**src/source/pe_isa_pkg.sv**
```systemverilog
package pe_isa_pkg;

    ////////////////////////////////////////
    // storage sizes
    ////////////////////////////////////////

    // complex data words
    localparam int REG_NUM = 16;
    // instruction words
    localparam int IMEM_DEPTH = 32;

    localparam int REG_ADDR_WIDTH = $clog2(REG_NUM);
    localparam int PC_WIDTH       = $clog2(IMEM_DEPTH);

    typedef logic [REG_ADDR_WIDTH-1:0] reg_addr_t;
    typedef logic [PC_WIDTH-1:0]       pc_t;

    ////////////////////////////////////////
    // instruction format
    ////////////////////////////////////////

    // halt sits apart from the alu codes
    typedef enum logic [2:0] {
        OP_NOP  = 3'd0,
        OP_ADD  = 3'd1,
        OP_SUB  = 3'd2,
        OP_MUL  = 3'd3,
        OP_MAC  = 3'd4,
        OP_HALT = 3'd7
    } opcode_e;

    // 3 + 4 + 4 + 4 + 1 = 16 bits
    typedef struct packed {
        opcode_e   op;
        reg_addr_t dst;
        reg_addr_t src_a;
        reg_addr_t src_b;
        logic      emit;
    } inst_t;

    // what the execute and result stages still need
    typedef struct packed {
        opcode_e   op;
        reg_addr_t dst;
        logic      emit;
    } exec_ctrl_t;

    // run control
    typedef enum logic [1:0] {
        IDLE,
        RUN,
        DRAIN,
        DONE
    } fetch_state_e;

endpackage

```
**src/source/pe_fetch.sv**
```systemverilog
`timescale 1ns/1ps

module pe_fetch import pe_isa_pkg::*; (
    input  logic  clk,
    input  logic  rst_n,
    input  logic  inst_v,
    input  inst_t inst,
    input  logic  run_req,
    output logic  run_ack,
    output logic  run_active,
    input  logic  stall,
    input  logic  empty,
    output logic  issue_v,
    output inst_t issue_inst
);

    inst_t        imem [IMEM_DEPTH];
    pc_t          load_addr;
    pc_t          pc;
    fetch_state_e state;
    inst_t        fetch_inst;

    // async read of the small program array
    assign fetch_inst = imem[pc];
    // loads are only taken while idle
    assign run_active = (state != IDLE);

    ////////////////////////////////////////
    // program load and issue register
    ////////////////////////////////////////

    always_ff @(posedge clk) begin
        if (state == IDLE && inst_v) begin
            imem[load_addr] <= inst;
        end
        // held while decode stalls
        if (state == RUN && !stall) begin
            issue_inst <= fetch_inst;
        end
    end

    ////////////////////////////////////////
    // run fsm
    ////////////////////////////////////////

    always_ff @(posedge clk) begin
        if (!rst_n) begin
            state     <= IDLE;
            pc        <= '0;
            load_addr <= '0;
            issue_v   <= 1'b0;
            run_ack   <= 1'b0;
        end else begin
            case (state)
                IDLE: begin
                    if (inst_v) begin
                        load_addr <= load_addr + 1'b1;
                    end
                    // four-phase, req rises only while ack is low
                    if (run_req && !run_ack) begin
                        state <= RUN;
                        pc    <= '0;
                    end
                end
                RUN: begin
                    if (!stall) begin
                        // halt stops fetch, never issued
                        if (fetch_inst.op == OP_HALT) begin
                            issue_v <= 1'b0;
                            state   <= DRAIN;
                        end else begin
                            issue_v <= 1'b1;
                            pc      <= pc + 1'b1;
                        end
                    end
                end
                DRAIN: begin
                    if (empty) begin
                        state   <= DONE;
                        run_ack <= 1'b1;
                    end
                end
                default: begin
                    // done, ack held until host drops req
                    if (!run_req) begin
                        state     <= IDLE;
                        run_ack   <= 1'b0;
                        load_addr <= '0;
                    end
                end
            endcase
        end
    end

endmodule

```
**config.mk**
```make
export PLATFORM = sky130hd
export DESIGN_NAME = pe_fetch
export DESIGN_NICKNAME = d
export VERILOG_FILES = /design/src/source/pe_isa_pkg.sv /design/src/source/pe_fetch.sv
export SDC_FILE = /design/constraint.sdc
export NUM_CORES = 1
export LEC_CHECK = 0
export BUFFER_PORTS_ARGS = -buffer_cell sky130_fd_sc_hd__buf_2
export CAP_MARGIN = 20
export CORE_ASPECT_RATIO = 0.6
export CORE_MARGIN = 2
export CORE_UTILIZATION = 45
export CTS_BUF_LIST = sky130_fd_sc_hd__clkbuf_4
export DETAILED_ROUTE_END_ITERATION = 12
export SLEW_MARGIN = 10
export SYNTH_ARGS = -nofsm -noshare
export SYNTH_HDL_FRONTEND = slang
export SYNTH_SLANG_ARGS = --single-unit
```
**constraint.sdc**
```tcl
create_clock -name clk -period 4.1 [get_ports clk]
set_input_delay 0.615 -clock clk [delete_from_list [all_inputs] [get_ports clk]]
set_output_delay 0.615 -clock clk [all_outputs]
set_load 0.01 [all_outputs]
```
Word-level counts from Yosys, hierarchy flattened
Memories as Yosys holds them, arrays and structs flattened. A register that Yosys moved wholly into a read port is not among the register bits.
Index checks and enable logic that the tools add are counted.
Widths: inputs -> output; s select.
- $add $sub $neg: 2
- $mul: 0
- divide/modulo/power cells: 0
- magnitude comparators: 0
- equal/unequal tests: 12
- shifts and indexed selects: 0
- multiplexer cells: 21
- bitwise gates (word level): 3
- reduce and logical (&&, ||, !) cells: 15
- operators by type and width (operator ; number):
    $mux 5 ; 7
    $pmux 5 s2 ; 2
    $add 5x1->5 const B ; 2
    $mux 2 ; 5
    $ne 2x1->1 const B ; 4
    $ne 2x2->1 const B ; 4
    $pmux 2 s3 ; 1
    $reduce_and 3->1 ; 2
    $mux 1 ; 5
    $reduce_and 5->1 ; 1
    $ne 4x1->1 const B ; 1
    $reduce_and 4->1 ; 1
    $reduce_bool 2->1 ; 2
    $reduce_or 2->1 ; 2
    $eq 3x3->1 const B ; 1
    $logic_and 1x1->1 ; 3
    $not 1->1 ; 3
    $eq 2x1->1 const B ; 1
    $eq 2x2->1 const B ; 1
    $logic_not 1->1 ; 2
    $logic_not 2->1 ; 1
    $pmux 1 s2 ; 1
    $reduce_and 2->1 ; 1
- flip-flop bits (word level): 30
- bits in latches: 0
- memory bits (writable): 512
- ROM bits: 0
- input port bits: 22
- output and inout port bits: 19
- logic and storage cells: 64
- memories kept: 1
- memory list (name ; words ; bits a word ; rd ports ; clocked after Yosys merged registers in ; wr ports ; RTL line ; RTL):
    imem ; 32 ; 16 ; 1 ; 1 ; 1 ; pe_fetch.sv:17 ; inst_t imem [IMEM_DEPTH];

Depth between registers and ports, before layout
- word-level depth: 6
- depth in mapped cells: 9
- depth with buffers taken out: 7

Worst setup path before layout
OpenSTA, ideal clock, no wires.
- kind: register -> register
- from: reg with a tool-made name
- to: reg issue_inst[10] (netlist bit) (data pin)
- library setup time: 0.260 ns
- arrival time: 2.544 ns
- data required time: 3.840 ns
- slack: 1.296 ns
- stages on the path, launching flop included: 7
- path buffers: 3
- clock period less this slack: 2.804 ns
- path through: dfxtp_1 -> buf_2 -> buf_2 -> buf_1 -> mux4_2 -> mux4_2 -> mux2_2
- RTL lines (what ; RTL line ; RTL):
    to (signal assigned) ; pe_fetch.sv:38 ; issue_inst <= fetch_inst;
    to (decl) ; pe_fetch.sv:14 ; output inst_t issue_inst

==> impl_metrics.yaml <==
drt:
  drt_iter0_markers: 1222
  drtPass1Iterations: 5
  avgRoutedWirePerCell_um: 27.1
  wirelength_um: 49400
  viasPerCell: 5.66
  postRouteAntennaNets: 0
  drcViolationCount: 0
  vias: 10313
setup_path:
  rr_worst_depth: 7
  arrival_ns: 3.89
  crit_path_max_fanout: 60
  reg2reg_to: "state[0]$_SDFFE_PN0P_"
  reg2reg_slack_ns: 0.95
  worstPathRequired_ns: 4.83
  cp-start-kind: "flip-flop"
  endpoint_kind: "flip-flop"
  crit_type: "reg2reg"
clocking:
  cts_tree: "done"
  clock-sinks: 547
  clk-insertion-delay-late_ns: 0.89
  hold_buffers: 0
  cts_buffers: 121
  post_cts_buffers: 0
  cts_root_buf: "clkbuf_4"
  post_cts_resized: 0
  htreeDepth: 3
  cts_max_path_buffers: 3
  cts.clk_slew.worst_paths_ns: 0.07
global_routing:
  grt_pass1_vias: 10253
  use_met1: 0.321
  antenna_found_initial: 3
  grt_max_degree: 61
  grt_pass1_wl_um: 71200
  met2_usage: 0.300
  grtUsageTotal: 0.208
  grt_busiest_layer: "met1"
  grt-ovfl-total: 0
  met3_usage: 0.0495
floorplan:
  start_util: 0.456
  die_width_um: 283
  num_rows: 61
  die_area_um2: 48600
  fp.coreArea_um2: 46300
  dieHeight_um: 172
  ios: 41
synthesis:
  avgSynthCellArea_um2: 22.9
  yosysUniqueCellTypes: 42
  synth_seq_area_share: 0.770
  async_flop_share: 0
  syn-num-nets: 949
  ys.flop_type: "edfxtp_1"
  synth_edf_count: 528
  ys.warnings.count: 0
  yosysTopAreaCellShare: 0.752
  netlist_instances: 919
  yosysTopAreaCell: "edfxtp_1"
  synth_area_leaders: "edfxtp_1, mux4_2, dfxtp_1"
  ys_ff_latch: 547
  netlist_area_um2: 21100
finish:
  drive_gt1_frac: 0.421
  final_cells: 1823
  seq_area_um2: 16200
  multiInputGateArea_um2: 4680
  fin_area_um2: 24000
  fillCellCount: 3717
  area_growth_pct: 13.9
  final_common_cell: "edfxtp_1"
  layout_common_cells: "edfxtp_1, clkbuf_4, mux4_2, buf_4, buf_2"
  final_nets: 1118
sta:
  setup_tns_ns: 0
  setup_viol: 0
  hold_viol: 0
  rsz0062_at_grt: "no"
  tightest_slew_ns: 0.859
  fin_crit_ns: 3.15
  fmax_mhz: 317
  post-route-period-util: 0.769
  clock_skew_ns: 0.0900
  final_max_slew_viol_count: 0
  maxSlewHeadroom: 0.427
power:
  vdd_drop_max_v: 0.000275
  p_total_w: 0.0122
  p_per_area_nw_per_um2: 507
  leakagePower_nw: 7.44
hold_path:
  hp-class: "in2reg"
  whs_endpoint: "issue_inst[12]$_DFFE_PP_"
  hold_start: "stall"
  hold_depth: 2
placed_design:
  place_hpwl_um: 28900
  place.gp.congestion: 0.798
  dp_cells: 1595
  port_buffers: 40
  dpl_cell_area_um2: 22400
status:
  status: "completed"
job:
  drv_cap: 0
## critical path, stage by stage (launching register included)
cell and delay [ns]:
dfxtp_4 0.74, buf_12 0.40, mux4_2 0.27, mux2_2 0.15, a2bb2oi_1 0.43, nand4_2 0.41, a21oi_1 0.38, mux2i_1 0.23
## layer usage
layer | up-vias | wire [um]
met5 | - | 0
met4 | 0 | 597
met3 | 56 | 4000
met2 | 424 | 22000
met1 | 5508 | 22800
li1 | 4325 | -
## synthesized netlist by cell type, types with 7 or more instances
master    count
edfxtp_1    528
mux4_2      158
nor2_1       41
clkbuf_1     25
dfxtp_1      19
mux2_2       16
nand2_1      14
buf_2        13
nand3_1      10
o21ai_0       9
ha_1          8
a21oi_1       7
inv_1         7
## metrics by stage
step | hold WS (ns) | utilization | setup WS [ns]
6_report | 0.153 | 0.519 | 0.946
3_5_place_dp | 0.482 | 0.484 | 0.951
3_3_place_gp | 0.481 | 0.484 | 0.993
5_1_grt | 0.106 | 0.519 | 0.734
2_1_floorplan | 0.451 | - | 1.30
4_1_cts | 0.0916 | 0.519 | 0.929
## kinds of logic (layout without fill, tap and decap cells)
group	after synthesis	after routing	synth area share
fa+ha+maj	8	8	0.00475
compound gates	35	35	0.0107
other cells	0	3	0
simple gates	94	94	0.0220
xor+xnor	2	2	0.000831
mux	179	179	0.180
flops	547	547	0.770
buf+inv	54	325	0.0115
## cell type report
cell class | instances | area share
antenna | 3 | 0.000313
clock buffer | 176 | 0.0550
clock inverter | 49 | 0.0123
inverter | 8 | 0.00125
multi-input combinational | 318 | 0.195
sequential | 547 | 0.677
tap | 630 | 0.0328
timing repair buffer | 92 | 0.0267
## how the worst max path moves through the flow
| stage | slack (ns) | end | start | cells past startpoint |
|---|---|---|---|---|
| detailed placement | 0.95 | state[0]$_SDFFE_PN0P_ | flip-flop | 7 |
| CTS | 0.93 | state[0]$_SDFFE_PN0P_ | flip-flop | 7 |
| global route | 0.73 | state[0]$_SDFFE_PN0P_ | flip-flop | 7 |
| floorplan | 1.30 | issue_inst[10]$_DFFE_PP_ | flip-flop | 6 |
| finish | 0.95 | state[0]$_SDFFE_PN0P_ | flip-flop | 7 |
| global placement | 0.99 | state[1]$_SDFFE_PN0P_ | flip-flop | 7 |
## registers in the layout, indices dropped and copies added, names as in the netlist, named ones only
| signal | count |
|---|---|
| imem | 512 |
| issue_v | 1 |
| load_addr | 5 |
| pc | 5 |
| state | 2 |
| issue_inst | 16 |
| run_ack | 1 |
## power by group
part / switching, W / internal (W)
sequential: 0.000106 / 0.00630
clock: 0.00212 / 0.00218
combinational: 0.000783 / 0.000685
total: 0.00301 / 0.00916
No activity file was read; power rests on OpenSTA's default activity.
