[config.mk]
export PLATFORM = sky130hd
export DESIGN_NAME = pe_complex_alu
export DESIGN_NICKNAME = d
export VERILOG_FILES = /design/src/source/cplx_pkg.sv /design/src/source/pe_isa_pkg.sv /design/src/source/pe_complex_alu.sv
export SDC_FILE = /design/constraint.sdc
export NUM_CORES = 2
export LEC_CHECK = 0
export ABC_AREA = 1
export BUFFER_PORTS_ARGS = -buffer_cell sky130_fd_sc_hd__buf_4
export CORE_MARGIN = 5
export CORE_UTILIZATION = 45
export CTS_CLUSTER_SIZE = 30
export DETAILED_ROUTE_END_ITERATION = 16
export PLACE_DENSITY = 0.56
export SLEW_MARGIN = 10
export SYNTH_ARGS = -nofsm -noshare
export SYNTH_HDL_FRONTEND = slang
export SYNTH_SLANG_ARGS = --single-unit
export TNS_END_PERCENT = 50
[constraint.sdc]
create_clock -name clk -period 9.7 [get_ports clk]
set_input_delay 0.485 -clock clk [delete_from_list [all_inputs] [get_ports clk]]
set_output_delay 0.485 -clock clk [all_outputs]
set_load 0.02 [all_outputs]
[src/source/cplx_pkg.sv]
package cplx_pkg;

    ////////////////////////////////////////
    // widths
    ////////////////////////////////////////

    // one real or imaginary component
    localparam int DATA_WIDTH = 16;

    // q1.15, products scaled back by this
    localparam int FRAC_BITS = 15;

    // full width of one partial product
    localparam int PROD_WIDTH = 2 * DATA_WIDTH;

    ////////////////////////////////////////
    // types
    ////////////////////////////////////////

    typedef logic signed [DATA_WIDTH-1:0] sample_t;

    // signed x signed, no loss
    typedef logic signed [PROD_WIDTH-1:0] prod_t;

    // sum or difference of two products, one guard bit
    typedef logic signed [PROD_WIDTH:0] psum_t;

    // one complex word, re in the upper half
    typedef struct packed {
        sample_t re;
        sample_t im;
    } cplx_t;

endpackage

[src/source/pe_isa_pkg.sv]
package pe_isa_pkg;

    ////////////////////////////////////////
    // storage sizes
    ////////////////////////////////////////

    // complex data words
    localparam int REG_NUM = 16;
    // instruction words
    localparam int IMEM_DEPTH = 32;

    localparam int REG_ADDR_WIDTH = $clog2(REG_NUM);
    localparam int PC_WIDTH       = $clog2(IMEM_DEPTH);

    typedef logic [REG_ADDR_WIDTH-1:0] reg_addr_t;
    typedef logic [PC_WIDTH-1:0]       pc_t;

    ////////////////////////////////////////
    // instruction format
    ////////////////////////////////////////

    // halt sits apart from the alu codes
    typedef enum logic [2:0] {
        OP_NOP  = 3'd0,
        OP_ADD  = 3'd1,
        OP_SUB  = 3'd2,
        OP_MUL  = 3'd3,
        OP_MAC  = 3'd4,
        OP_HALT = 3'd7
    } opcode_e;

    // 3 + 4 + 4 + 4 + 1 = 16 bits
    typedef struct packed {
        opcode_e   op;
        reg_addr_t dst;
        reg_addr_t src_a;
        reg_addr_t src_b;
        logic      emit;
    } inst_t;

    // what the execute and result stages still need
    typedef struct packed {
        opcode_e   op;
        reg_addr_t dst;
        logic      emit;
    } exec_ctrl_t;

    // run control
    typedef enum logic [1:0] {
        IDLE,
        RUN,
        DRAIN,
        DONE
    } fetch_state_e;

endpackage

[src/source/pe_complex_alu.sv]
`timescale 1ns/1ps

module pe_complex_alu
    import cplx_pkg::*;
    import pe_isa_pkg::*;
(
    input  logic       clk,
    input  logic       rst_n,
    input  logic       op_v,
    input  exec_ctrl_t op_ctrl,
    input  cplx_t      a,
    input  cplx_t      b,
    output logic       res_v,
    output exec_ctrl_t res_ctrl,
    output cplx_t      res
);

    // stage 1 registers
    logic       s1_v;
    exec_ctrl_t s1_ctrl;
    prod_t      p_rr, p_ii, p_ri, p_ir;
    cplx_t      s1_sum;
    cplx_t      s1_diff;

    // stage 2 combinational
    psum_t re_full, im_full;
    cplx_t mul_c;
    cplx_t mac_c;
    cplx_t acc;

    ////////////////////////////////////////
    // stage 1, products and add/sub
    ////////////////////////////////////////

    always_ff @(posedge clk) begin
        s1_ctrl     <= op_ctrl;
        p_rr        <= a.re * b.re;
        p_ii        <= a.im * b.im;
        p_ri        <= a.re * b.im;
        p_ir        <= a.im * b.re;
        // 16 bit context, wraps
        s1_sum.re   <= a.re + b.re;
        s1_sum.im   <= a.im + b.im;
        s1_diff.re  <= a.re - b.re;
        s1_diff.im  <= a.im - b.im;
    end

    ////////////////////////////////////////
    // stage 2, scale, combine, select
    ////////////////////////////////////////

    always_comb begin
        // guard bit keeps -1 * -1 terms exact
        re_full  = p_rr - p_ii;
        im_full  = p_ri + p_ir;
        // arithmetic shift, then keep the low 16 bits
        mul_c.re = sample_t'(re_full >>> FRAC_BITS);
        mul_c.im = sample_t'(im_full >>> FRAC_BITS);
        mac_c.re = acc.re + mul_c.re;
        mac_c.im = acc.im + mul_c.im;
    end

    always_ff @(posedge clk) begin
        res_ctrl <= s1_ctrl;
        case (s1_ctrl.op)
            OP_ADD:  res <= s1_sum;
            OP_SUB:  res <= s1_diff;
            OP_MUL:  res <= mul_c;
            OP_MAC:  res <= mac_c;
            default: res <= '0;
        endcase
    end

    // valids and accumulator
    always_ff @(posedge clk) begin
        if (!rst_n) begin
            s1_v  <= 1'b0;
            res_v <= 1'b0;
            acc   <= '0;
        end else begin
            s1_v  <= op_v;
            res_v <= s1_v;
            // mul restarts, mac accumulates
            if (s1_v && s1_ctrl.op == OP_MUL) begin
                acc <= mul_c;
            end else if (s1_v && s1_ctrl.op == OP_MAC) begin
                acc <= mac_c;
            end
        end
    end

endmodule

# == Word level (Yosys, flattened, before mapping) ==
# Index checks and enable logic that the tools add are counted.
# totals
in_bits,75
register_bits,270
# classes
n_addsub,8
n_eq_ne,4
n_reduce_logical,3
mul,4
muxes,3
# op_table
cell,n
one-hot mux 32 bit (4 select lines),1
multiplier 16 x 16 -> 31 bit,4
adder 16 bit,4
2-to-1 mux 32 bit,2
subtractor 16 bit,2
adder 31 bit,1
subtractor 31 bit,1
"equality test 3 x 2 -> 1 bit, second input constant",2
"equality test 3 x 1 -> 1 bit, second input constant",1
"equality test 3 bit, second input constant",1
logical AND 1 bit,2
nonzero test 2 bit,1

# == Longest topological paths before layout ==
# logic_depth
word_depth,4
ltp_mapped,28
depth_no_buf,27

# == Worst setup path after synthesis ==
# No wires, ideal clock.
# synth_timing
path_type,in2reg
from,input port a[15] (netlist name)
to,register p_ii[28]
slack_ns,3.890
required_ns,9.577
t_arrival_ns,5.687
stages,19
cell_sequence,buf_2 > buf_1 > nand2_1 > fa_1 > fa_1 > inv_1 > fa_1 > fa_1 > fa_1 > inv_1 > fa_1 > inv_1 > ha_1 > nand2_1 > nor4_1 > nand2_1 > o211ai_1 > a21oi_1 > xor2_1
# synth_between
elab_chain_cells,1
# synth_rtl
item,line_no,source
"start, declared",pe_complex_alu.sv:11,"input cplx_t a,"
multiplier 16 x 16 -> 31 bit,pe_complex_alu.sv:38,p_ii <= a.im * b.im;
"end signal, assigned",pe_complex_alu.sv:38,
"end, declared",pe_complex_alu.sv:21,"prod_t p_rr, p_ii, p_ri, p_ir;"
# Every way passes these cells.
# A chain may end at the register's enable or synchronous reset.

# == Worst setup path after layout ==
# layout_timing
from,input port b[15] (netlist name)
to,register p_ri[27]
# layout_between
elab_chain_cells,1
# layout_rtl
item,line_no,source
"start, declared",pe_complex_alu.sv:12,"input cplx_t b,"
multiplier 16 x 16 -> 31 bit,pe_complex_alu.sv:39,p_ri <= a.re * b.im;
"end signal, assigned",pe_complex_alu.sv:39,
"end, declared",pe_complex_alu.sv:21,
# Every way passes these cells.

==> out/qor.yml <==
status: "completed"
async_reset_ff_frac: 0
numCtsBuffers: 35
cts_setup_buffers: 0
synth_area_mm2: 0.0545
h-tree-depth: 2
final_cells: 8629
synth_ff_type: "dfxtp_1"
start_util: 0.454
drv_slew: 0
multiInputGateArea_mm2: 0.0408
hold-worst-slack_ps: 29.5
syn_avg_cell_area_um2: 7.73
via_count: 43877
grt_usage: 0.267
nNetsFinal: 8563
required_ps: 10190
root_buffer: "clkbuf_16"
die_h_um: 358
fill_cells: 12213
postCtsResizedCells: 0
cts_tree: "yes"
setup_viol: 0
ys_ff_latch: 268
worstMarginPinSlew_ps: 1180
syn_to_final_growth_pct: 6.17
syn_nets: 8626
most-common-layout-cells: "inv_1 (1972), nand2_1 (1712), fa_1 (1030)"
clock.fmax_mhz: 160
gp_congestion: 0.919
fin_skew_ps: 36.4
finalSetupTns_ps: 0
grt_pass1_vias: 44643
crit_chain: "buf_4 -> inv_1 -> nor2_1 -> fa_1 -> fa_1 -> fa_1 -> fa_1 -> fa_1 -> inv_1 -> fa_1 -> inv_1 -> ha_1 -> nand4_1 -> nor3_2 -> nand4_1 -> nand3_1 -> a21o_1 -> nand2_1 -> nand2_1 -> xor2_1"
startpoint_type: "primary input"
dpl-instance-area_mm2: 0.0566
synthDistinctLibCells: 57
rows: 127
drv_cap: 0
remaining_drc_errors: 0
clock_path_buffers: 3
endpoint_kind: "register"
worstPathArrival_ps: 6740
port_buffers: 115
worstSkewPairLatency_ps: 590
wirelength_um: 168000
grt_max_degree: 40
period_needed_ps: 6250
regArea_mm2: 0.00537
path_common_cell: "fa_1"
slowest_stage: "inv_1"
grt_setup_unrepaired: "false"
period_share: 0.644
ios: 116
first_pass_iters: 7
final_area_mm2: 0.0579
clock_sinks: 268
die-area_mm2: 0.128
path_delay_family: "adder cells"
cp_slowest_stage_delay_ps: 870
antenna_found_initial: 5
path_max_fanout: 25
vias_per_cell: 5.08
dp_cells: 8560
wire_per_inst_um: 19.5
die_w_um: 358
path_buf_inv: 4
grt_pass1_wl_um: 261000
hold_viol: 0
relSlewSlack: 0.209
coreArea_mm2: 0.120
crit_type: "in -> reg"
yosysSeqAreaShare: 0.0984
synth_edf_count: 0
grt-ovfl-total: 0
cts.clk_slew.worst_paths_ps: 60
dr.first_iter.drc_count: 3545
drive_gt1_frac: 0.0336
synthCells: 7053
antenna_left: 0
ys_warn_count: 0
dp_hpwl_um: 134000
holdCritPathClass: "in -> reg"
layout_commonest_cell: "inv_1"
Yosys cell counts (4+ instances only):
cell | n | area share
ha_1 | 468 | 0.11
nand3b_1 | 10 | 0.0014
dfxtp_1 | 268 | 0.098
buf_1 | 4 | 0.00028
o21ai_1 | 33 | 0.0030
o2111ai_1 | 7 | 0.0011
fa_1 | 1030 | 0.38
o21a_1 | 9 | 0.0012
or2_1 | 5 | 0.00057
a211oi_1 | 7 | 0.00096
a21o_1 | 31 | 0.0043
a31oi_1 | 13 | 0.0015
o21ai_0 | 147 | 0.013
a21oi_2 | 8 | 0.0013
xor2_1 | 151 | 0.024
o31ai_1 | 9 | 0.0012
a21oi_1 | 279 | 0.026
and2_1 | 15 | 0.0017
nor3_2 | 5 | 0.00092
o211ai_1 | 9 | 0.0012
inv_2 | 6 | 0.00041
nand4_1 | 52 | 0.0060
nor4_1 | 9 | 0.0010
o21ai_2 | 4 | 0.00064
clkbuf_1 | 208 | 0.014
nand2_1 | 1712 | 0.12
nor2_1 | 236 | 0.016
nand3_1 | 159 | 0.015
o21bai_1 | 22 | 0.0030
buf_2 | 15 | 0.0014
nor3_1 | 36 | 0.0033
or2_2 | 11 | 0.0013
xnor2_1 | 66 | 0.011
inv_1 | 1972 | 0.14
a21boi_0 | 4 | 0.00055
stage by stage:
step / setup WS (ps) / utilization
after CTS: 3560 / 0.482
after global placement: 2940 / 0.471
final: 3450 / 0.482
after detailed placement: 2980 / 0.471
after floorplan: 3890 / -
after global routing: 3200 / 0.482
per-layer routing:
layer	part of all wire	vias to the layer above	global-route usage
li1	-	20403	-
met1	0.45	21732	0.391
met2	0.43	1562	0.400
met3	0.089	178	0.0587
met4	0.030	2	0.0709
met5	0.000077	-	0
worst register-to-register path: cells and delay by family (launching register included):
| family | cells | cell delay [ps] |
|---|---|---|
| compound gates | 3 | 650 |
| xor+xnor | 1 | 470 |
| fa+ha+maj | 3 | 1120 |
| buf+inv | 3 | 270 |
| flops | 1 | 380 |
| simple gates | 10 | 1100 |
worst paths after layout:
kind	startpoint	end	slack, ps	cells after the start
setup / recovery	b[15]	p_ri[27]	3450	20
hold reg to reg	s1_ctrl[2]	res_ctrl[2]	330	0
hold / removal	op_ctrl[7]	s1_ctrl[7]	30	1
setup reg to reg	p_rr[10]	acc[28]	5640	20
final cells by class:
type / count / share of cell area
sequential: 268 / 0.0927
multi-input combinational: 4575 / 0.706
timing repair buffer: 130 / 0.0171
inverter: 1980 / 0.128
antenna: 1 / 0.0000432
clock buffer: 41 / 0.0164
tap: 1612 / 0.0348
clock inverter: 22 / 0.00499
registers in the layout, indices dropped and copies added, names as in the netlist:
signal	count
acc	32
res	32
res_v	1
p_ir	31
p_ii	31
p_ri	31
p_rr	31
res_ctrl	8
s1_v	1
s1_diff	32
s1_sum	30
s1_ctrl	8
kinds of logic after synthesis:
| kind of cell | count (synthesis) | share of synthesized area |
|---|---|---|
| simple gates | 2263 | 0.167 |
| buf+inv | 2210 | 0.153 |
| fa+ha+maj | 1498 | 0.486 |
| compound gates | 597 | 0.0616 |
| flops | 268 | 0.0984 |
| xor+xnor | 217 | 0.0349 |
repair_timing:
| item | in CTS | in global routing |
|---|---|---|
| hold buffers | 5 | 0 |
| hold endpoints to repair | 5 | 0 |
| setup endpoints to repair | 0 | 0 |
Power is not shown: default switching activity piles up to over one toggle a cycle in this logic, so the estimate is an artifact.
