### src/source/pe_isa_pkg.sv
package pe_isa_pkg;

    ////////////////////////////////////////
    // storage sizes
    ////////////////////////////////////////

    // complex data words
    localparam int REG_NUM = 16;
    // instruction words
    localparam int IMEM_DEPTH = 32;

    localparam int REG_ADDR_WIDTH = $clog2(REG_NUM);
    localparam int PC_WIDTH       = $clog2(IMEM_DEPTH);

    typedef logic [REG_ADDR_WIDTH-1:0] reg_addr_t;
    typedef logic [PC_WIDTH-1:0]       pc_t;

    ////////////////////////////////////////
    // instruction format
    ////////////////////////////////////////

    // halt sits apart from the alu codes
    typedef enum logic [2:0] {
        OP_NOP  = 3'd0,
        OP_ADD  = 3'd1,
        OP_SUB  = 3'd2,
        OP_MUL  = 3'd3,
        OP_MAC  = 3'd4,
        OP_HALT = 3'd7
    } opcode_e;

    // 3 + 4 + 4 + 4 + 1 = 16 bits
    typedef struct packed {
        opcode_e   op;
        reg_addr_t dst;
        reg_addr_t src_a;
        reg_addr_t src_b;
        logic      emit;
    } inst_t;

    // what the execute and result stages still need
    typedef struct packed {
        opcode_e   op;
        reg_addr_t dst;
        logic      emit;
    } exec_ctrl_t;

    // run control
    typedef enum logic [1:0] {
        IDLE,
        RUN,
        DRAIN,
        DONE
    } fetch_state_e;

endpackage

### src/source/pe_decode.sv
`timescale 1ns/1ps

module pe_decode import pe_isa_pkg::*; (
    input  logic       clk,
    input  logic       rst_n,
    input  logic       issue_v,
    input  inst_t      issue_inst,
    output logic       stall,
    output reg_addr_t  rd_addr_a,
    output reg_addr_t  rd_addr_b,
    output logic       ctrl_v,
    output exec_ctrl_t ctrl,
    input  logic       retire_v,
    input  reg_addr_t  retire_addr
);

    // one pending bit per data word
    logic [REG_NUM-1:0] pending;
    // destinations of mul/mac still in flight
    logic [REG_NUM-1:0] acc_pend;
    logic [REG_NUM-1:0] retire_mask;
    logic [REG_NUM-1:0] set_mask;
    logic [REG_NUM-1:0] busy;
    logic               writes;
    logic               hazard;
    logic               accept;

    ////////////////////////////////////////
    // hazard check
    ////////////////////////////////////////

    always_comb begin
        retire_mask = '0;
        if (retire_v) begin
            retire_mask[retire_addr] = 1'b1;
        end
        // a retiring word is free this cycle
        busy   = pending & ~retire_mask;
        writes = issue_inst.op inside {OP_ADD, OP_SUB, OP_MUL, OP_MAC};
        // raw on either source, waw on dst
        hazard = busy[issue_inst.src_a] | busy[issue_inst.src_b] | busy[issue_inst.dst];
        // mac waits for every older accumulator op
        if (issue_inst.op == OP_MAC && |(acc_pend & ~retire_mask)) begin
            hazard = 1'b1;
        end
        stall  = issue_v && writes && hazard;
        accept = issue_v && !stall;
        set_mask = '0;
        if (accept && writes) begin
            set_mask[issue_inst.dst] = 1'b1;
        end
    end

    ////////////////////////////////////////
    // scoreboard and control register
    ////////////////////////////////////////

    always_ff @(posedge clk) begin
        if (!rst_n) begin
            pending  <= '0;
            acc_pend <= '0;
            ctrl_v   <= 1'b0;
        end else begin
            pending <= (pending & ~retire_mask) | set_mask;
            if (issue_inst.op inside {OP_MUL, OP_MAC}) begin
                acc_pend <= (acc_pend & ~retire_mask) | set_mask;
            end else begin
                acc_pend <= acc_pend & ~retire_mask;
            end
            ctrl_v <= accept;
        end
    end

    // payload, no reset
    always_ff @(posedge clk) begin
        rd_addr_a <= issue_inst.src_a;
        rd_addr_b <= issue_inst.src_b;
        ctrl.op   <= issue_inst.op;
        ctrl.dst  <= issue_inst.dst;
        ctrl.emit <= issue_inst.emit;
    end

endmodule

### config.mk
export PLATFORM = sky130hd
export DESIGN_NAME = pe_decode
export DESIGN_NICKNAME = d
export VERILOG_FILES = /design/src/source/pe_isa_pkg.sv /design/src/source/pe_decode.sv
export SDC_FILE = /design/constraint.sdc
export NUM_CORES = 1
export LEC_CHECK = 0
export BUFFER_PORTS_ARGS = -buffer_cell sky130_fd_sc_hd__buf_2
export CORE_MARGIN = 2
export CORE_UTILIZATION = 59
export DETAILED_ROUTE_END_ITERATION = 7
export PLACE_DENSITY = 0.83
export SYNTH_ARGS = -nofsm -noshare
export SYNTH_HDL_FRONTEND = slang
export SYNTH_SLANG_ARGS = --single-unit
export TNS_END_PERCENT = 50
### constraint.sdc
create_clock -name clk -period 5.3 [get_ports clk]
set_clock_uncertainty 0.2 [all_clocks]
set_input_delay 0 -clock clk [delete_from_list [all_inputs] [get_ports clk]]
set_output_delay 0 -clock clk [all_outputs]
set_load 0.01 [all_outputs]
* Yosys cells after proc, flatten, opt, wreduce, memory -nomap -nowiden
Index checks and enable logic that the tools add are counted.
W data, S select, Z words.
** Word-level totals
- Word-level logic and storage cells :: 50
- Register bits :: 49
** Operators by class
- Order comparisons :: 6
- Bitwise logic cells :: 7
- Multiplexer cells :: 14
- Equal/unequal tests :: 4
- Reductions and logical operators :: 11
** Operators with widths (count)
- $mux W16 :: 3
- $and A16 B16 Y16 :: 2
- $or A16 B16 Y16 :: 2
- $lt A4 B5 Y1 const B :: 4
- $not A16 Y16 :: 1
- $reduce_or A16 Y1 :: 1
- $bmux W1 S4 :: 3
- $demux W1 S4 :: 2
- $ge A4 B1 Y1 const B :: 2
- $logic_and A1 B1 Y1 :: 7
- $eq A3 B2 Y1 const B :: 2
- $mux W1 :: 6
- $reduce_bool A4 Y1 :: 1
- $eq A3 B1 Y1 const B :: 1
- $eq A3 B3 Y1 const B :: 1
- $or A1 B1 Y1 :: 2
- $reduce_bool A2 Y1 :: 1
- $logic_not A1 Y1 :: 1

* Longest topological paths before layout
- Word-level depth :: 19
- Depth in mapped cells :: 11
- Depth with buffers taken out :: 8

* Worst setup path before layout
Ideal clock, no wire load.
- Path type :: in2reg
- Start :: input retire_v
- End :: register pending[12]
- Slack :: 3.127 ns
- Stages on the path :: 11
- Arrival time :: 1.856 ns
- Setup time :: 0.117 ns
- Cell sequence :: or3b_1 > buf_2 > o21ai_1 > mux2i_1 > o22ai_1 > a2111o_1 > and4b_1 > buf_4 > and3_1 > buf_4 > a32o_1
** On the way
- Word-level cells in the longest chain between the ends :: 14
** Ends and longest elaborated chain
- from (decl) :: line pe_decode.sv:13 : input logic retire_v,
- $mux W16 * :: line pe_decode.sv:34 : if (retire_v) begin
- $not A16 Y16 * :: line pe_decode.sv:38, pe_decode.sv:43, pe_decode.sv:64
- $and A16 B16 Y16 :: line pe_decode.sv:38, pe_decode.sv:64
- $bmux W1 S4 :: line pe_decode.sv:41 : hazard = busy[issue_inst.src_a] | busy[issue_inst.src_b] | busy[issue_inst.dst];
- $mux W1 (implied by the code) :: line pe_decode.sv:41
- $or A1 B1 Y1 (2 in series) :: line pe_decode.sv:41
- $mux W1 :: line pe_decode.sv:43 : if (issue_inst.op == OP_MAC && |(acc_pend & ~retire_mask)) begin
- $logic_and A1 B1 Y1 :: line pe_decode.sv:46 : stall = issue_v && writes && hazard;
- $logic_not A1 Y1 :: line pe_decode.sv:47 : accept = issue_v && !stall;
- $logic_and A1 B1 Y1 :: line pe_decode.sv:47
- $logic_and A1 B1 Y1 :: line pe_decode.sv:49 : if (accept && writes) begin
- $mux W16 :: line pe_decode.sv:49
- $or A16 B16 Y16 * :: line pe_decode.sv:64 : pending <= (pending & ~retire_mask) | set_mask;
- to (signal assigned) :: line pe_decode.sv:64
- to (decl) :: line pe_decode.sv:18 : logic [REG_NUM-1:0] pending;
Mark *: on every way between the ends. The rest lies on a longest branch, timed or not. The select of a mux whose other input is x is not followed.
A chain may end at the register's enable or synchronous reset.

* Worst setup path after layout
- Start :: register acc_pend[0]
- End :: register acc_pend[11]
** On the way
- Word-level cells in the longest chain between the ends :: 11
** Ends and longest elaborated chain
- from (decl) :: line pe_decode.sv:20 : logic [REG_NUM-1:0] acc_pend;
- from (signal assigned) :: line pe_decode.sv:66 : acc_pend <= (acc_pend & ~retire_mask) | set_mask;
- from (signal assigned) :: line pe_decode.sv:68 : acc_pend <= acc_pend & ~retire_mask;
- $and A16 B16 Y16 :: line pe_decode.sv:43
- $reduce_or A16 Y1 :: line pe_decode.sv:43
- $logic_and A1 B1 Y1 :: line pe_decode.sv:43
- $mux W1 :: line pe_decode.sv:43
- $logic_and A1 B1 Y1 :: line pe_decode.sv:46
- $logic_not A1 Y1 :: line pe_decode.sv:47
- $logic_and A1 B1 Y1 :: line pe_decode.sv:47
- $logic_and A1 B1 Y1 :: line pe_decode.sv:49
- $mux W16 :: line pe_decode.sv:49
- $or A16 B16 Y16 :: line pe_decode.sv:66
- $mux W16 :: line pe_decode.sv:65 : if (issue_inst.op inside {OP_MUL, OP_MAC}) begin
No other way between the ends.

==> results.json <==
{
  "muxShareOfSynthArea": 0.0329,
  "cp_slowest_cell": "and4b_1",
  "ir_worst_vdd_uv": 220,
  "p_leak_nw": 1.09,
  "synth_edf_count": 0,
  "cts_resized": 0,
  "grt_pass1_wl_um": 10500,
  "numClockSinks": 49,
  "syn_area_um2": 2280,
  "maxCapViolations": 0,
  "yosys.area_share.simple": 0.168,
  "worst_setup_path_end_kind": "flop",
  "cts_tree": "yes",
  "post-route-util": 0.745,
  "synthCells": 258,
  "cts_buffers": 5,
  "clk_path_buf_depth": 2,
  "via_per_inst": 6.57,
  "fin_nets": 332,
  "crit_buf_inv": 0,
  "synth_compound_area_frac": 0.321,
  "via_count": 2344,
  "wire_per_inst_um": 18.5,
  "worstMarginPinSlew_ps": 543,
  "max_freq_mhz": 407,
  "multi_input_area_um2": 1200,
  "finalSetupViolCount": 0,
  "die_area_um2": 4380,
  "seq_area_um2": 981,
  "power.density_nw_per_um2": 255,
  "max_stage_delay_ps": 410,
  "final_layout_size_suffix_gt1_frac": 0.178,
  "insertion_delay_ps": 310,
  "ys.flop_type": "dfxtp_1",
  "crit_fanout": 8,
  "crit_type": "reg -> reg",
  "drv_slew": 0,
  "grt_max_degree": 21,
  "ctsHtreeMaxLevel": 2,
  "start_kind": "flop",
  "path_clk_slew_ps": 90,
  "yosys-top-cells-area": "dfxtp_1 43%, o21ai_0 5.5%, o22ai_1 4.1%",
  "required_ps": 5320,
  "slew_headroom": 0.634,
  "grtUsageTotal": 0.324,
  "syn_nets": 282,
  "fp-row-count": 22,
  "synth_top_family_by_area": "compound AO/OA/AOI/OAI gates",
  "finalPower_mw": 0.702,
  "yosysWarningCount": 0,
  "synth_xor_xnor_area_share": 0.00384,
  "yosysMostFrequentCell": "dfxtp_1",
  "drt_wl_total_um": 6600,
  "cp.arrival_ps": 2480,
  "die_x_um": 66.2,
  "synth_commonest_cells": "49 x dfxtp_1, 25 x o21ai_0, 24 x nand2_1",
  "layout_setup_ws_ps": 2840,
  "drt_iter0_drc": 357,
  "timing.final.crit_share": 0.464,
  "yosysTopAreaCellShare": 0.430,
  "grt_setup_unrepaired": "false",
  "diodes": 0,
  "finalInstanceArea_um2": 2750,
  "grt_antenna_before_repair": 0,
  "period_needed_ps": 2460,
  "io_buffers": 41,
  "ys_seq_elements": 49,
  "core_um2": 3690,
  "dpl_cell_area_um2": 2470,
  "grt_pass1_vias": 2057,
  "die_y_um": 66.2,
  "hold_class": "in -> reg",
  "drcViolationCount": 0,
  "yosys.area.top_type": "dfxtp_1",
  "synth_cell_types": 53,
  "cp_top_family": "simple AND/OR/NAND/NOR gates",
  "postSynthAreaPerCell_um2": 8.85,
  "dp.cells": 330,
  "whs_ps": 112,
  "path_cells": "mux2_2, o32ai_1, nand3_1, nor2_1, a21oi_1, and4b_1, nand4b_1, o22ai_1",
  "async_reset_ff_frac": 0,
  "grt_overflow": 0,
  "nFillCells": 299,
  "tns_ps": 0,
  "ant_nets": 0,
  "post-dp-hpwl_um": 4540,
  "place_congestion": 0.974,
  "start_util": 0.619,
  "status": "completed",
  "firstDrtPassIters": 7,
  "finalHoldViolations": 0,
  "io_pins": 42,
  "dp_slack_ps": 2610,
  "area_growth_pct": 20.3,
  "synth_adder_area_share": 0,
  "instances_no_fill": 357,
  "root_buffer": "clkbuf_8",
  "ys_seq_area_frac": 0.430
}
[what timing repair did]
item / CTS / global route
hold buffers: 19 / 0
hold endpoints to repair: 36 / 0
setup buffers: 0 / 0
[final timing paths]
check | startpoint | to | slack [ps] | cells after the start
worst min register to register | acc_pend[0] | acc_pend[0] | 290 | 2
worst max register to register | acc_pend[0] | acc_pend[11] | 2840 | 8
worst min-delay path | retire_addr[3] | acc_pend[1] | 110 | 4
worst max-delay path | acc_pend[0] | acc_pend[11] | 2840 | 8
[cells by family after synthesis]
family          count (synthesis)
compound gates                102
flops                          49
mux                             7
simple gates                   75
buf+inv                        24
xor+xnor                        1
[flip-flops by register name (all words and copies together) (netlist names)]
name       cells
rd_addr_a      4
ctrl           8
pending       16
rd_addr_b      4
ctrl_v         1
acc_pend      16
[worst register-to-register path, cell delays in order, from the launching register on]
cell,delay [ps]
dfxtp_1,330
mux2_2,260
o32ai_1,230
nand3_1,120
nor2_1,160
a21oi_1,90
and4b_1,410
nand4b_1,310
o22ai_1,260
[layout make-up]
| type | count | area share |
|---|---|---|
| multi-input cells | 185 | 0.436 |
| clock buffers | 6 | 0.0264 |
| flip-flops and latches | 49 | 0.357 |
| well taps | 48 | 0.0219 |
| inverters | 7 | 0.00956 |
| clock inverters | 2 | 0.00501 |
| repair buffers | 60 | 0.144 |
[layout by cell type, fill, tap and decap left out, types with 4 or more instances in the layout]
cell           instances
inv_1                  7
nand4_1                5
nor2_1                16
a22o_1                 4
a32o_1                 6
dfxtp_1               49
buf_2                 41
a21oi_1                5
dlygate4sd3_1         19
nand3_1                6
o2111ai_1              7
mux2_2                 4
o22ai_1               15
o21a_1                10
nand2_1               24
nand2b_1               4
a2bb2o_1               4
clkbuf_8               5
o21ai_0               25
[where the power goes]
| part | switching [mW] | internal [mW] |
|---|---|---|
| logic | 0.0611 | 0.0397 |
| clock network | 0.129 | 0.0943 |
| registers | 0.00180 | 0.376 |
| total | 0.192 | 0.510 |
[per-layer routing]
layer  wire [um]  global-route usage  share of wire
met3         763              0.0733           0.12
met4         148              0.0765          0.022
met2        2940               0.496           0.45
met1        2750               0.463           0.42
met5           0                   0              0
(Power assumes the default switching activity.)
