[src/source/cplx_pkg.sv]
package cplx_pkg;

    ////////////////////////////////////////
    // widths
    ////////////////////////////////////////

    // one real or imaginary component
    localparam int DATA_WIDTH = 16;

    // q1.15, products scaled back by this
    localparam int FRAC_BITS = 15;

    // full width of one partial product
    localparam int PROD_WIDTH = 2 * DATA_WIDTH;

    ////////////////////////////////////////
    // types
    ////////////////////////////////////////

    typedef logic signed [DATA_WIDTH-1:0] sample_t;

    // signed x signed, no loss
    typedef logic signed [PROD_WIDTH-1:0] prod_t;

    // sum or difference of two products, one guard bit
    typedef logic signed [PROD_WIDTH:0] psum_t;

    // one complex word, re in the upper half
    typedef struct packed {
        sample_t re;
        sample_t im;
    } cplx_t;

endpackage

[src/source/pe_isa_pkg.sv]
package pe_isa_pkg;

    ////////////////////////////////////////
    // storage sizes
    ////////////////////////////////////////

    // complex data words
    localparam int REG_NUM = 16;
    // instruction words
    localparam int IMEM_DEPTH = 32;

    localparam int REG_ADDR_WIDTH = $clog2(REG_NUM);
    localparam int PC_WIDTH       = $clog2(IMEM_DEPTH);

    typedef logic [REG_ADDR_WIDTH-1:0] reg_addr_t;
    typedef logic [PC_WIDTH-1:0]       pc_t;

    ////////////////////////////////////////
    // instruction format
    ////////////////////////////////////////

    // halt sits apart from the alu codes
    typedef enum logic [2:0] {
        OP_NOP  = 3'd0,
        OP_ADD  = 3'd1,
        OP_SUB  = 3'd2,
        OP_MUL  = 3'd3,
        OP_MAC  = 3'd4,
        OP_HALT = 3'd7
    } opcode_e;

    // 3 + 4 + 4 + 4 + 1 = 16 bits
    typedef struct packed {
        opcode_e   op;
        reg_addr_t dst;
        reg_addr_t src_a;
        reg_addr_t src_b;
        logic      emit;
    } inst_t;

    // what the execute and result stages still need
    typedef struct packed {
        opcode_e   op;
        reg_addr_t dst;
        logic      emit;
    } exec_ctrl_t;

    // run control
    typedef enum logic [1:0] {
        IDLE,
        RUN,
        DRAIN,
        DONE
    } fetch_state_e;

endpackage

[src/source/pe_data_mem.sv]
`timescale 1ns/1ps

module pe_data_mem
    import cplx_pkg::*;
    import pe_isa_pkg::*;
(
    input  logic       clk,
    input  logic       rst_n,
    input  logic       din_v,
    input  cplx_t      din,
    input  logic       run_active,
    input  reg_addr_t  rd_addr_a,
    input  reg_addr_t  rd_addr_b,
    input  logic       ctrl_v,
    input  exec_ctrl_t ctrl,
    output logic       op_v,
    output exec_ctrl_t op_ctrl,
    output cplx_t      a,
    output cplx_t      b,
    input  logic       wb_v,
    input  reg_addr_t  wb_addr,
    input  cplx_t      wb_data
);

    cplx_t     regs [REG_NUM];
    // next load slot, wraps at REG_NUM
    reg_addr_t ld_addr;
    logic      ld_en;

    // host loads ignored during a run
    assign ld_en = din_v && !run_active;

    ////////////////////////////////////////
    // write ports
    ////////////////////////////////////////

    always_ff @(posedge clk) begin
        if (wb_v) begin
            regs[wb_addr] <= wb_data;
        end else if (ld_en) begin
            regs[ld_addr] <= din;
        end
    end

    always_ff @(posedge clk) begin
        if (!rst_n) begin
            ld_addr <= '0;
        end else if (ld_en) begin
            ld_addr <= ld_addr + 1'b1;
        end
    end

    ////////////////////////////////////////
    // read ports
    ////////////////////////////////////////

    // write-first, same cycle wb wins over the array
    always_ff @(posedge clk) begin
        a       <= (wb_v && wb_addr == rd_addr_a) ? wb_data : regs[rd_addr_a];
        b       <= (wb_v && wb_addr == rd_addr_b) ? wb_data : regs[rd_addr_b];
        op_ctrl <= ctrl;
    end

    always_ff @(posedge clk) begin
        if (!rst_n) begin
            op_v <= 1'b0;
        end else begin
            op_v <= ctrl_v;
        end
    end

endmodule

[config.mk]
export PLATFORM = sky130hd
export DESIGN_NAME = pe_data_mem
export DESIGN_NICKNAME = d
export VERILOG_FILES = /design/src/source/cplx_pkg.sv /design/src/source/pe_isa_pkg.sv /design/src/source/pe_data_mem.sv
export SDC_FILE = /design/constraint.sdc
export NUM_CORES = 1
export LEC_CHECK = 0
export BUFFER_PORTS_ARGS = -buffer_cell sky130_fd_sc_hd__buf_2
export CORE_UTILIZATION = 34
export DETAILED_ROUTE_END_ITERATION = 12
export GPL_TIMING_DRIVEN = 0
export SYNTH_ARGS = -nofsm -noshare
export SYNTH_HDL_FRONTEND = slang
export SYNTH_SLANG_ARGS = --single-unit
export TNS_END_PERCENT = 50
[constraint.sdc]
create_clock -name clk -period 4.5 [get_ports clk]
set_input_delay 0.45 -clock clk [delete_from_list [all_inputs] [get_ports clk]]
set_output_delay 0.45 -clock clk [all_outputs]
set_load 0.005 [all_outputs]
### After elaboration in Yosys (flattened, before gate mapping)

Memory sizes are Yosys's and may differ from the RTL's. A register that Yosys moved wholly into a read port is not among the register bits.
Cells that the tools add are included.
Widths: inputs -> output; s select.

* register bits after elaboration: 79
* memory bits (writable): 512
* bits of input ports: 90
* output and inout port bits: 73
* word-level logic and storage cells: 28
* memories: 1

Memory list
* regs: words 16, bits a word 32, rd ports 2, clocked after memory_dff 2, write ports 1, line pe_data_mem.sv:25 `cplx_t regs [REG_NUM];`

* add/sub/neg operators: 1
* equality and inequality tests: 2
* multiplexer cells: 10
* bitwise logic cells: 2
* reduce and logical (&&, ||, !) cells: 3

Operators with widths (number)
* $mux 32: 3
* $reduce_or 32->1: 1
* $eq 4x4->1: 2
* $mux 1: 6
* $add 4x1->4 const B: 1
* $mux 4: 1
* $and 1x1->1: 2
* $logic_and 1x1->1: 1
* $logic_not 1->1: 1

### Logic depth before layout (Yosys ltp)

* word-level depth: 7
* mapped depth: 5
* gate-level depth less buffers: 4

### Worst setup path before layout

OpenSTA, ideal clock, no wires.

* path kind: input-to-reg
* from: in run_active
* to: mem regs[0][0] (netlist bit) (enable)
* library setup time: 461 ps
* arrival time: 3582 ps
* required time: 4039 ps
* setup slack: 457 ps
* stages: 4
* buffers on the path: 1
* cell sequence: or3b_4 -> buf_6 -> mux2_4 -> nor3_1

* word-level cells in the longest chain between the ends: 7
* elaborated cells between the ends (all ways): 8
* classes of those cells: mux (5); reduce/logical (3)

Ends and longest elaborated chain
* start, declared: line pe_data_mem.sv:11 `input logic run_active,`
* $logic_not 1->1 *: line pe_data_mem.sv:31 `assign ld_en = din_v && !run_active;`
* $logic_and 1x1->1 *: line pe_data_mem.sv:31
* $mux 1 *: line pe_data_mem.sv:40 `end else if (ld_en) begin`
* $mux 1 *: line pe_data_mem.sv:38 `if (wb_v) begin`
* $mux 1 (not written as such) *: line pe_data_mem.sv:41 `regs[ld_addr] <= din;`
* $reduce_or 32->1 (no line)
* $mux 4 (no line) or $mux 1 (tied branches)
* end, declared: line pe_data_mem.sv:25

Mark *: on every way between the ends. The rest lies on a longest branch, timed or not.

==> summary.md <==
| Metric | Value |
|---|---|
| Horiz. Die Dim | between 200 and 300 um |
| Clock Latency Late Sink | 0.62 ns |
| Hold Crit Depth | 2 |
| Vertical die dimension | ~280 um |
| CP arrival | roughly 2.7 ns |
| CTS tree | done |
| Register bit total from synthesis | roughly 620 |
| Total wire length | roughly 77 mm |
| Total power per unit cell area | between 400 and 500 mW/mm^2 |
| Number of buffers created by CTS | 71 |
| Depth of the CTS H-tree | 3 |
| Number of antenna violations at the first check in global routing | 6 |
| Detailed-route wire length per cell | between 20 and 30 um |
| Slew of the pin with the lowest slew margin | between 1 and 1.5 ns |
| Initial cell density of the core | between 30% and 40% |
| Hold violation count in the final report | 0 |
| Number of vias after detailed routing | roughly 15000 |
| Kind of start point of the critical path | register |
| Placed wire-length estimate | between 50 and 60 mm |
| Critical Path RT | ~4.1 ns |
| Boundary Pins | 163 |
| Fmax | between 0.3 and 0.4 GHz |
| RSZ-0062 raised after global routing | no |
| Number of nets still failing antenna checks after routing | 0 |
| Final Critical Period | 3.185 ns |
| Worst hold slack | a little under 0.05 ns |
| Count of buffers inserted at the top-level ports | 158 |
| Share of Yosys cell area claimed by the top area cell type | approximately 58% |
| Logic gate share of total power | between 8 and 9% |
| Overall power | roughly 13 mW |
| Number of warnings issued by yosys | 0 |
| Leakage component of the power | between 10 and 15 nW |
| Largest buffer count on any clock path | 3 |
| Largest net degree at the start of global routing | 17 |
| Placement Rows | 102 |
| Dominant synthesized flop cell | sky130_fd_sc_hd__edfxtp_1 |
| Max IR drop VDD | approximately 0.00023 V |
| # setup viols final | 0 |
| Unique cell type count in the Yosys netlist | 33 |
| R2R Setup Slk | ~2.1 ns |
| Worst Skew | about 0.030 ns |
| Register area share after synthesis | 66.27% |
| Switching Share | between 20 and 25% |
| Drt initial violations | about 1600 |
| CTS root buffer | sky130_fd_sc_hd__clkbuf_16 |
| Grt ovf | 0 |
| Die footprint | just under 0.08 mm^2 |
| Fraction of power consumed by sequential logic | about half |
| Fraction of power consumed by the clock network | 42.1% |
| Via/cell ratio | 5.573 |
| Synth-to-Final Area Change | 21.05% |
| Number of global-route vias before repair | 16130 |
| DRC errors left | 0 |
| Commonest non-fill, non-tap cells in the layout | 512 x sky130_fd_sc_hd__edfxtp_1, 256 x sky130_fd_sc_hd__mux4_2, 181 x sky130_fd_sc_hd__buf_2 |
| Global router's overall resource usage | roughly 20% |
| Switching pwr | roughly 3 mW |
| Cell type contributing the most total cell area after synthesis | sky130_fd_sc_hd__edfxtp_1 |
| Share of the clock period used by the worst path | between 70% and 80% |
| Number of sinks handled by clock tree synthesis | 623 |
| Post-synth EDFFs | 512 |
| Core area | ~0.077 mm^2 |
| Number of inserted filler cells in the final layout | about 6900 |
| Worst slew margin relative to its limit | between 10% and 20% |
| Area post-placement | between 0.02 and 0.03 mm^2 |
| Capturing element type of the critical path | output pin |
| Biggest area contributors in the synthesized netlist | sky130_fd_sc_hd__edfxtp_1 58%, sky130_fd_sc_hd__mux4_2 22%, sky130_fd_sc_hd__dfxtp_1 8.4% |
| Number of detailed-route iterations in the first pass | 7 |
| Netlist area before placement | between 0.02 and 0.03 mm^2 |
| Post-Synthesis Cells | roughly 1300 |
| Proportion of register bits with asynchronous set or reset after synthesis | 0% |
| Kind of critical path | reg2out |
| Final TNS setup | 0 ns |
| Number of nets in the final layout | about 1800 |
| Cell-internal power | 10.25 mW |
| Footprint of the flip-flops and latches | around 0.018 mm^2 |
| Wire length of the first global-routing pass | 110.6 mm |
| Gpl congestion | approximately 0.77 |
| Clock-pin transition on the worst setup and hold timing paths | ~0.06 ns |
| Area taken by multi-input logic gates | 0.008567 mm^2 |
| Synth Net Count | 1421 |
| Worst Path Max Fanout | 10 |
| Total count of max-transition violations in the final report | 0 |
| Final std cell area, no fill | roughly 0.032 mm^2 |
| Result of the run | finished, final reports clean |
| Fraction of layout cells with a size suffix above 1 | a little over two fifths |
| Maxcap violations | 0 |
| Syn avg cell area | approximately 20 um^2 |
| Leading cell type in the layout, fill and taps excluded | sky130_fd_sc_hd__edfxtp_1 |
| Cell count of the worst reg-to-reg path | 5 |
| Worst hold path class | in2reg |
## power groups by stage
stage,Sequential [mW],Combinational [mW],Clock [mW]
2_1_floorplan,6.60,0.687,0
3_3_place_gp,6.62,1.11,0
3_5_place_dp,6.62,1.17,0
4_1_cts,6.50,1.20,5.70
5_1_grt,6.51,1.27,5.91
6_report,6.50,1.18,5.59
## worst paths after layout
check,start,to
setup / recovery,register,a[14]
hold / removal,ctrl_v,op_v$_SDFF_PN0_
setup reg to reg,ld_addr[2]$_SDFFE_PN0P_,regs[9][14]$_DFFE_PP_
hold reg to reg,ld_addr[3]$_SDFFE_PN0P_,ld_addr[3]$_SDFFE_PN0P_
## cells by family (layout without fill, tap and decap cells)
logic type,after synthesis,in the layout,synth area share (%)
DFF,623,623,66.27
muxes,357,357,26.03
AOI/OAI and AO/OA,134,134,3.808
and+or+nand+nor,104,104,1.753
buffers and inverters,101,491,1.762
xor gates and xnor gates,10,10,0.3298
adders and majority gates,1,1,0.04712
other,0,1,0
## critical path, stage by stage, from the launching register on
cell and delay, ns:
sky130_fd_sc_hd__dfxtp_1 0.30, sky130_fd_sc_hd__clkbuf_1 0.32, sky130_fd_sc_hd__buf_1 0.95, sky130_fd_sc_hd__mux2_2 0.43, sky130_fd_sc_hd__buf_2 0.13
## metrics by stage
step | util [%] | instances | setup slack [ns]
after global placement | 37.04 | 2528 | -2.868
after global routing | 41.56 | 2761 | 1.192
after CTS | 41.55 | 2760 | 1.313
after detailed placement | 38.18 | 2596 | 1.398
final | 41.56 | 2761 | 1.315
after floorplan | - | 1330 | 0.4568
## synthesized netlist by cell type (2+ instances only)
| cell | instances |
|---|---|
| sky130_fd_sc_hd__edfxtp_1 | 512 |
| sky130_fd_sc_hd__mux4_2 | 256 |
| sky130_fd_sc_hd__a22oi_1 | 128 |
| sky130_fd_sc_hd__dfxtp_1 | 111 |
| sky130_fd_sc_hd__mux2_2 | 97 |
| sky130_fd_sc_hd__nand2_1 | 67 |
| sky130_fd_sc_hd__clkbuf_1 | 47 |
| sky130_fd_sc_hd__buf_2 | 23 |
| sky130_fd_sc_hd__nor3_1 | 16 |
| sky130_fd_sc_hd__buf_4 | 14 |
| sky130_fd_sc_hd__buf_1 | 13 |
| sky130_fd_sc_hd__nor2b_1 | 6 |
| sky130_fd_sc_hd__xor2_1 | 6 |
| sky130_fd_sc_hd__and2_1 | 5 |
| sky130_fd_sc_hd__xnor2_1 | 4 |
| sky130_fd_sc_hd__inv_1 | 3 |
| sky130_fd_sc_hd__a32oi_1 | 2 |
| sky130_fd_sc_hd__mux2i_2 | 2 |
| sky130_fd_sc_hd__nor2_1 | 2 |
| sky130_fd_sc_hd__nor4_1 | 2 |
| sky130_fd_sc_hd__o32a_1 | 2 |
## per-layer routing
layer	GRT usage, %	up-vias	wire length [um]
li1	-	6343	-
met1	26.10	8202	31400
met2	32.04	708	37280
met3	4.243	129	6003
met4	6.522	4	2028
met5	0	-	27
## area by class of cell
type                            instances  share of cell area (%)
Clock buffer                           93                   6.073
Clock inverter                         32                  0.8331
Antenna cell                            1                0.007786
Buffer                                 98                   1.421
Timing Repair Buffer                  265                   6.174
Tap cell                             1040                   4.049
Sequential cell                       623                   54.75
Inverter                                3                 0.03504
Multi-Input combinational cell        606                   26.66
## repair_timing
action,4_1_cts,5_1_grt
hold buffers,39,0
resized for setup,0,0
setup buffers,0,0
hold endpoints to repair,39,0
No activity file was read; power rests on OpenSTA's default activity.
